**src/rtl/cpu_cfg.svh**
```systemverilog
`ifndef CPU_CFG_SVH
`define CPU_CFG_SVH

// Datapath word
`define WORD_WIDTH 32

// Instruction side
`define PC_WIDTH 12 // Byte address into program space
`define PC_STEP 4 // One word per instruction

// Register file
`define REG_ADDR_WIDTH 5
`define NUM_REGS (1 << `REG_ADDR_WIDTH) // Full index range, r0 included

// Instruction fields
`define IMM_WIDTH 14 // Sign-extended to a word in decode
`define SHAMT_WIDTH 5 // Zero-extended to a word in decode

// Opcode byte fields
`define ALU_OP_WIDTH 4
`define OPERAND_SEL_WIDTH 2

// Low immediate bits below the shift amount field
`define IMM_LOW_WIDTH (`IMM_WIDTH - `REG_ADDR_WIDTH - `SHAMT_WIDTH)

`endif
```
**src/rtl/cpuPkg.sv**
```systemverilog
`include "cpu_cfg.svh"

package cpuPkg;

	typedef logic [`WORD_WIDTH-1:0] word_t;
	typedef logic [`PC_WIDTH-1:0] pcAddr_t;
	typedef logic [`REG_ADDR_WIDTH-1:0] regAddr_t;
	typedef logic [`SHAMT_WIDTH-1:0] shamt_t;
	typedef logic [`IMM_WIDTH-1:0] imm_t;

	// ALU operation field, codes 10 to 15 are unused
	typedef enum logic [`ALU_OP_WIDTH-1:0] {
		aluAdd = 4'd0,
		aluSub = 4'd1,
		aluMul = 4'd2,
		aluXor = 4'd3,
		aluOr = 4'd4,
		aluAnd = 4'd5,
		aluSll = 4'd6,
		aluSra = 4'd7, // Signed shift
		aluSrl = 4'd8,
		aluSleu = 4'd9 // Unsigned a <= b
	} aluOp_e;

	// Source of the second ALU operand
	typedef enum logic [`OPERAND_SEL_WIDTH-1:0] {
		selReg = 2'd0,
		selImm = 2'd1,
		selShamt = 2'd2
	} operandSel_e;

	// Opcode byte, bits 7:0 of the instruction
	typedef struct packed {
		logic regWrite; // Bit 7
		logic ignored; // Bit 6, no meaning
		operandSel_e sel; // Bits 5:4
		aluOp_e op; // Bits 3:0
	} opcode_t;

	// Instruction word; the immediate is {rb, shamt, immLow}
	typedef struct packed {
		regAddr_t rd; // 31:27
		regAddr_t ra; // 26:22
		regAddr_t rb; // 21:17
		shamt_t shamt; // 16:12
		logic [`IMM_LOW_WIDTH-1:0] immLow; // 11:8
		opcode_t opcode; // 7:0
	} instr_t;

	typedef struct packed {
		word_t instr;
	} ifId_t;

	typedef struct packed {
		regAddr_t ra;
		regAddr_t rb; // Zero unless operand B came from a register
		regAddr_t rd;
		aluOp_e op;
		logic regWrite;
		word_t opA;
		word_t opB; // Already selected
	} idEx_t;

	typedef struct packed {
		logic write;
		regAddr_t rd;
		word_t result;
	} exWb_t;

	// Retired register write as seen outside the core
	typedef struct packed {
		logic valid;
		regAddr_t rd;
		word_t data;
	} wbPort_t;

endpackage

```
**src/rtl/pipelineCore.sv**
```systemverilog
`timescale 1ns/1ns

module pipelineCore (
	input logic clk,
	input logic reset,
	input logic instrReady,
	input cpuPkg::word_t instrData,
	output cpuPkg::pcAddr_t instrAddr,
	output cpuPkg::wbPort_t wb
);

	logic advance; // Whole pipe moves together
	cpuPkg::ifId_t ifId;
	cpuPkg::idEx_t idEx;
	cpuPkg::exWb_t exWb;

	// Freeze everything while the instruction bus stalls
	assign advance = instrReady;

	fetchStage fetch (
		.clk(clk),
		.reset(reset),
		.advance(advance),
		.instrReady(instrReady),
		.instrData(instrData),
		.instrAddr(instrAddr),
		.ifId(ifId)
	);

	// Register file lives in decode, written back from execute
	decodeStage decode (
		.clk(clk),
		.reset(reset),
		.advance(advance),
		.ifId(ifId),
		.wbWrite(exWb),
		.idEx(idEx)
	);

	executeStage execute (
		.clk(clk),
		.reset(reset),
		.advance(advance),
		.idEx(idEx),
		.exWb(exWb),
		.wb(wb)
	);

endmodule

```
**src/rtl/executeStage.sv**
```systemverilog
`timescale 1ns/1ns

module executeStage (
	input logic clk,
	input logic reset,
	input logic advance,
	input cpuPkg::idEx_t idEx,
	output cpuPkg::exWb_t exWb,
	output cpuPkg::wbPort_t wb
);

	logic fwdA;
	logic fwdB;
	cpuPkg::word_t opA; // After forwarding
	cpuPkg::word_t opB;
	cpuPkg::word_t aluOut;

	// Distance-1 dependency, the older result still sits in EX/WB
	// A write flag implies rd is nonzero, so r0 never matches
	assign fwdA = exWb.write && (exWb.rd == idEx.ra);
	assign fwdB = exWb.write && (exWb.rd == idEx.rb); // rb is 0 for imm/shamt forms

	assign opA = fwdA ? exWb.result : idEx.opA;
	assign opB = fwdB ? exWb.result : idEx.opB;

	always_comb begin
		case (idEx.op)
			cpuPkg::aluAdd: aluOut = opA + opB;
			cpuPkg::aluSub: aluOut = opA - opB;
			cpuPkg::aluMul: aluOut = opA * opB; // Low word kept
			cpuPkg::aluXor: aluOut = opA ^ opB;
			cpuPkg::aluOr: aluOut = opA | opB;
			cpuPkg::aluAnd: aluOut = opA & opB;
			cpuPkg::aluSll: aluOut = opA << opB;
			cpuPkg::aluSra: aluOut = $signed(opA) >>> opB; // Sign fills from the top
			cpuPkg::aluSrl: aluOut = opA >> opB;
			cpuPkg::aluSleu: aluOut = cpuPkg::word_t'(opA <= opB); // 1 or 0
			default: aluOut = '0; // Unused ops carry no write
		endcase
	end

	always_ff @(posedge clk) begin
		if (reset) begin
			exWb.write <= 1'b0;
		end else if (advance) begin
			exWb.write <= idEx.regWrite;
			exWb.rd <= idEx.rd;
			exWb.result <= aluOut;
		end
	end

	// Valid only on the edge where the register file commits
	assign wb.valid = exWb.write && advance;
	assign wb.rd = exWb.rd;
	assign wb.data = exWb.result;

endmodule

```
**src/rtl/decodeStage.sv**
```systemverilog
`timescale 1ns/1ns
`include "cpu_cfg.svh"

module decodeStage (
	input logic clk,
	input logic reset,
	input logic advance,
	input cpuPkg::ifId_t ifId,
	input cpuPkg::exWb_t wbWrite,
	output cpuPkg::idEx_t idEx
);

	cpuPkg::instr_t fields;
	cpuPkg::imm_t imm;
	cpuPkg::word_t immExt;
	cpuPkg::word_t shamtExt;
	cpuPkg::regAddr_t readAddrB;
	cpuPkg::word_t readDataA;
	cpuPkg::word_t readDataB;
	logic opValid; // Operation field names a real ALU op
	logic fromReg; // Operand B is a register read
	cpuPkg::idEx_t idExNext;

	assign fields = ifId.instr;

	// Immediate spans rb, shamt and the low nibble
	assign imm = {fields.rb, fields.shamt, fields.immLow};
	assign immExt = {{(`WORD_WIDTH - `IMM_WIDTH){imm[`IMM_WIDTH-1]}}, imm};
	assign shamtExt = {{(`WORD_WIDTH - `SHAMT_WIDTH){1'b0}}, fields.shamt};

	assign opValid = fields.opcode.op <= cpuPkg::aluSleu; // 10..15 unused
	assign fromReg = (fields.opcode.sel != cpuPkg::selImm) &&
		(fields.opcode.sel != cpuPkg::selShamt); // Code 3 treated as register

	// Index zero here keeps execute from forwarding into an immediate
	assign readAddrB = fromReg ? fields.rb : '0;

	registerFile regFile (
		.clk(clk),
		.reset(reset),
		.readAddrA(fields.ra),
		.readAddrB(readAddrB),
		.readDataA(readDataA),
		.readDataB(readDataB),
		.write(wbWrite),
		.advance(advance)
	);

	always_comb begin
		idExNext.ra = fields.ra;
		idExNext.rb = readAddrB;
		idExNext.rd = fields.rd;
		idExNext.op = fields.opcode.op;
		// Destination r0 and unused ops retire nothing
		idExNext.regWrite = fields.opcode.regWrite && opValid && (fields.rd != '0);
		idExNext.opA = readDataA;
		case (fields.opcode.sel)
			cpuPkg::selImm: idExNext.opB = immExt;
			cpuPkg::selShamt: idExNext.opB = shamtExt;
			default: idExNext.opB = readDataB;
		endcase
	end

	always_ff @(posedge clk) begin
		if (reset) begin
			idEx.regWrite <= 1'b0; // Bubble
		end else if (advance) begin
			idEx <= idExNext;
		end
	end

endmodule

```
**src/rtl/registerFile.sv**
```systemverilog
`timescale 1ns/1ns
`include "cpu_cfg.svh"

module registerFile (
	input logic clk,
	input logic reset,
	input cpuPkg::regAddr_t readAddrA,
	input cpuPkg::regAddr_t readAddrB,
	output cpuPkg::word_t readDataA,
	output cpuPkg::word_t readDataB,
	input cpuPkg::exWb_t write,
	input logic advance
);

	cpuPkg::word_t regs [`NUM_REGS]; // Entry 0 is never read
	logic commit; // Write lands at the coming edge

	assign commit = write.write && advance;

	// One read port, used twice
	function automatic cpuPkg::word_t lookup(cpuPkg::regAddr_t addr);
		if (addr == '0) begin
			return '0; // r0 hardwired
		end else if (commit && (addr == write.rd)) begin
			return write.result; // Write-through, decode sees it this cycle
		end
		return regs[addr];
	endfunction

	always_comb begin
		readDataA = lookup(readAddrA);
		readDataB = lookup(readAddrB);
	end

	// Rising-edge write, held off while reset is asserted
	always_ff @(posedge clk) begin
		if (commit && !reset) begin
			regs[write.rd] <= write.result;
		end
	end

endmodule

```
**src/rtl/fetchStage.sv**
```systemverilog
`timescale 1ns/1ns
`include "cpu_cfg.svh"

module fetchStage (
	input logic clk,
	input logic reset,
	input logic advance,
	input logic instrReady,
	input cpuPkg::word_t instrData,
	output cpuPkg::pcAddr_t instrAddr,
	output cpuPkg::ifId_t ifId
);

	cpuPkg::pcAddr_t pc;
	cpuPkg::pcAddr_t pcNext;
	logic accept; // Word on instrData is taken this edge

	// Bus handshake and pipe step coincide, both gate the fetch
	assign accept = advance && instrReady;
	assign pcNext = pc + cpuPkg::pcAddr_t'(`PC_STEP); // Straight-line code only
	assign instrAddr = pc;

	always_ff @(posedge clk) begin
		if (reset) begin
			pc <= '0;
			ifId.instr <= '0; // Opcode zero has no register write
		end else if (accept) begin
			pc <= pcNext;
			ifId.instr <= instrData;
		end
		// Otherwise PC and IF/ID hold through the freeze
	end

endmodule

```
**config.mk**
```make
export PLATFORM = sky130hd
export DESIGN_NAME = pipelineCore
export DESIGN_NICKNAME = d
export VERILOG_FILES = /design/src/rtl/cpuPkg.sv /design/src/rtl/pipelineCore.sv /design/src/rtl/executeStage.sv /design/src/rtl/decodeStage.sv /design/src/rtl/registerFile.sv /design/src/rtl/fetchStage.sv
export VERILOG_INCLUDE_DIRS = /design/src /design/src/rtl
export SDC_FILE = /design/constraint.sdc
export NUM_CORES = 2
export LEC_CHECK = 0
export BUFFER_PORTS_ARGS = -buffer_cell sky130_fd_sc_hd__buf_2
export CAP_MARGIN = 20
export CORE_ASPECT_RATIO = 0.75
export CORE_MARGIN = 10
export CORE_UTILIZATION = 34
export CTS_CLUSTER_SIZE = 24
export DETAILED_ROUTE_END_ITERATION = 12
export PLACE_DENSITY = 0.5
export SKIP_LAST_GASP = 1
export SLEW_MARGIN = 20
export SYNTH_ARGS = -nofsm -noshare
export SYNTH_HDL_FRONTEND = slang
export SYNTH_HIERARCHICAL = 1
export SYNTH_SLANG_ARGS = --single-unit
```
**constraint.sdc**
```tcl
create_clock -name clk -period 10.5 [get_ports clk]
set_input_delay 2.1 -clock clk [delete_from_list [all_inputs] [get_ports clk]]
set_output_delay 2.1 -clock clk [all_outputs]
set_load 0.05 [all_outputs]
```
==> metrics.cfg <==
[clocking]
cts_root_buf=clkbuf_16
postCtsHoldBufs=0
ctsHtreeMaxLevel=3
clk_path_buf_depth=3
worstSkewPairLatency_ns=0.76
cts_sinks=1187
clk_pin_slew_worst_paths_ns=0.07
cts_made_buffers=110
cts_tree=yes

[status]
outcome=finished, final reports clean

[pwr]
switching_power_mw=10.5
power_density_nw_per_um2=267
p_sw_frac=0.450
p_leak_nw=30.6
power_frac_comb=0.596
seqPwrFrac=0.240
clkPwrFrac=0.163
vdd_drop_max_v=0.000884
intPower_mw=12.8

[placement]
port_buffers=81
gp_congestion=0.990
dpl.hpwl_mm=216
place_ws_ns=0.173

[final_layout]
syn_to_final_growth_pct=10.3
num-nets-final=6849
drive_above_1_share=0.196
fillers=22000
final_common_cell=edfxtp_1
layout_common_cells=1144 x edfxtp_1, 533 x mux4_2, 505 x nor2_1

[yosys]
syn-cell-area_sq_um=79300
yosys_warnings=6
postSynthCellCount=6169
avgSynthCellArea_sq_um=12.9

[floorplanning]
die_h_microns=438
die_w_microns=578
io_pins=85
start_util=0.342
core-area_sq_um=232000
die_area_sq_um=253000
num_rows=153

[drt]
wl_per_cell_microns=33.6
postRouteAntennaNets=0
post-route-drc-count=0
drt-initial-drc-count=8595
drt-total-wl_mm=315
viasPerCell=6.07
num_vias=56900
drt_first_pass_iters=6

[sta]
skew_ns=0.0568
slew_violations=0
post-route-min-period_ns=10.22
setup_slack_ns=0.276
fmaxAchievable_mhz=97.8
slew_headroom=0.137
finalHoldViolCount=0
rsz0062_at_grt=yes
finalSetupViolCount=0
setup_tns_ns=0
worstMarginPinSlew_ns=1.29
finalCritPeriodShare=0.974

[grt]
use_met1=0.373
antenna_found_initial=23
grt_pass1_vias=55500
grt_usage=0.242
use_met3=0.0851
use_met2=0.327
grt_pass1_wl_mm=439
grt_max_degree=95
gr-total-overflow=0
gr-max-usage-layer=met1

[job]
drv_cap=0

[setup_path]
critPathMaxFanout=22
crit_type=register to register
end_kind=register
ff2ff_path_depth=26
required_ns=10.98
cp-start-kind=register
cp.arrival_ns=10.71

[min_path]
hp-class=register to register
holdPathStages=0

## power groups by stage
stage                     combinational [mW]  clock, mW  sequential (mW)
after global routing                    15.0       4.09             5.61
after CTS                               13.7       3.89             5.61
after global placement                  13.5          0             5.71
after floorplan                         8.73          0             5.83
after detailed placement                13.6          0             5.71
final                                   13.9       3.82             5.61
## final timing paths
| check | slack [ns] | startpoint | endpoint |
|---|---|---|---|
| hold / removal | 0.42 | decode/idEx[70]$_DFFE_PP_ | execute/exWb[33]$_DFFE_PP_ |
| setup / recovery | 0.28 | execute/exWb[33]$_DFFE_PP_ | execute/exWb[30]$_DFFE_PP_ |
| hold reg to reg | 0.42 | decode/idEx[70]$_DFFE_PP_ | execute/exWb[33]$_DFFE_PP_ |
| setup reg to reg | 0.28 | execute/exWb[33]$_DFFE_PP_ | execute/exWb[30]$_DFFE_PP_ |
## registers in the layout, indices dropped and copies added, names as in the netlist
signal / flops
fetch/ifId: 31
fetch/instrAddr: 10
decode/regFile/regs: 1024
decode/idEx: 84
execute/exWb: 38
## area by class of cell
type | instances | area [sq um] | share of cell area
Multi-Input combinational cell | 4013 | 40400 | 0.461
Clock buffer | 136 | 2860 | 0.0327
Inverter | 484 | 1820 | 0.0208
Sequential cell | 1187 | 35200 | 0.403
Clock inverter | 59 | 427 | 0.00488
Antenna cell | 3 | 7.51 | 0.0000858
Timing Repair Buffer | 386 | 2900 | 0.0332
Tap cell | 3100 | 3880 | 0.0443
## critical path, cell delays in order (launching register included)
cell and delay (ns):
edfxtp_1 0.61, xnor2_1 0.30, nand4_2 0.22, buf_4 0.27
o21ai_0 0.26, and2_1 0.84, inv_1 0.24, ha_1 0.49
fa_1 0.59, fa_1 0.44, fa_1 0.57, inv_1 0.07
fa_1 0.49, fa_1 0.51, fa_1 0.49, inv_1 0.05
fa_1 0.50, fa_1 0.43, ha_1 0.37, a21oi_1 0.16
o22ai_1 0.19, a221oi_1 0.61, nand2_1 0.16, a221oi_1 0.32
nand4_1 0.38, a21oi_1 0.26, o211ai_1 0.11
## timing repair
item / CTS / global route
endpoints found under the setup margin: 0 / 1
buffers inserted: 0 / 4
resized for setup: 0 / 4
## per-stage QoR
stage / power [mW] / cells / hold slack [ns] / area (sq um) / utilization
after global placement: 19.2 / 9163 / 0.407 / 84100 / 0.363
after detailed placement: 19.4 / 9164 / 0.406 / 84100 / 0.363
final: 23.4 / 9368 / 0.419 / 87500 / 0.377
after floorplan: 14.6 / 6170 / 0.400 / 79300 / -
after CTS: 23.2 / 9359 / 0.422 / 87400 / 0.377
after global routing: 24.7 / 9367 / 0.427 / 87500 / 0.377
## routing by layer
| layer | up-vias | part of all wire |
|---|---|---|
| met5 | - | 0.00025 |
| met4 | 12 | 0.023 |
| met3 | 429 | 0.14 |
| li1 | 23100 | - |
| met2 | 3710 | 0.40 |
| met1 | 29700 | 0.44 |
(Power assumes the default switching activity.)
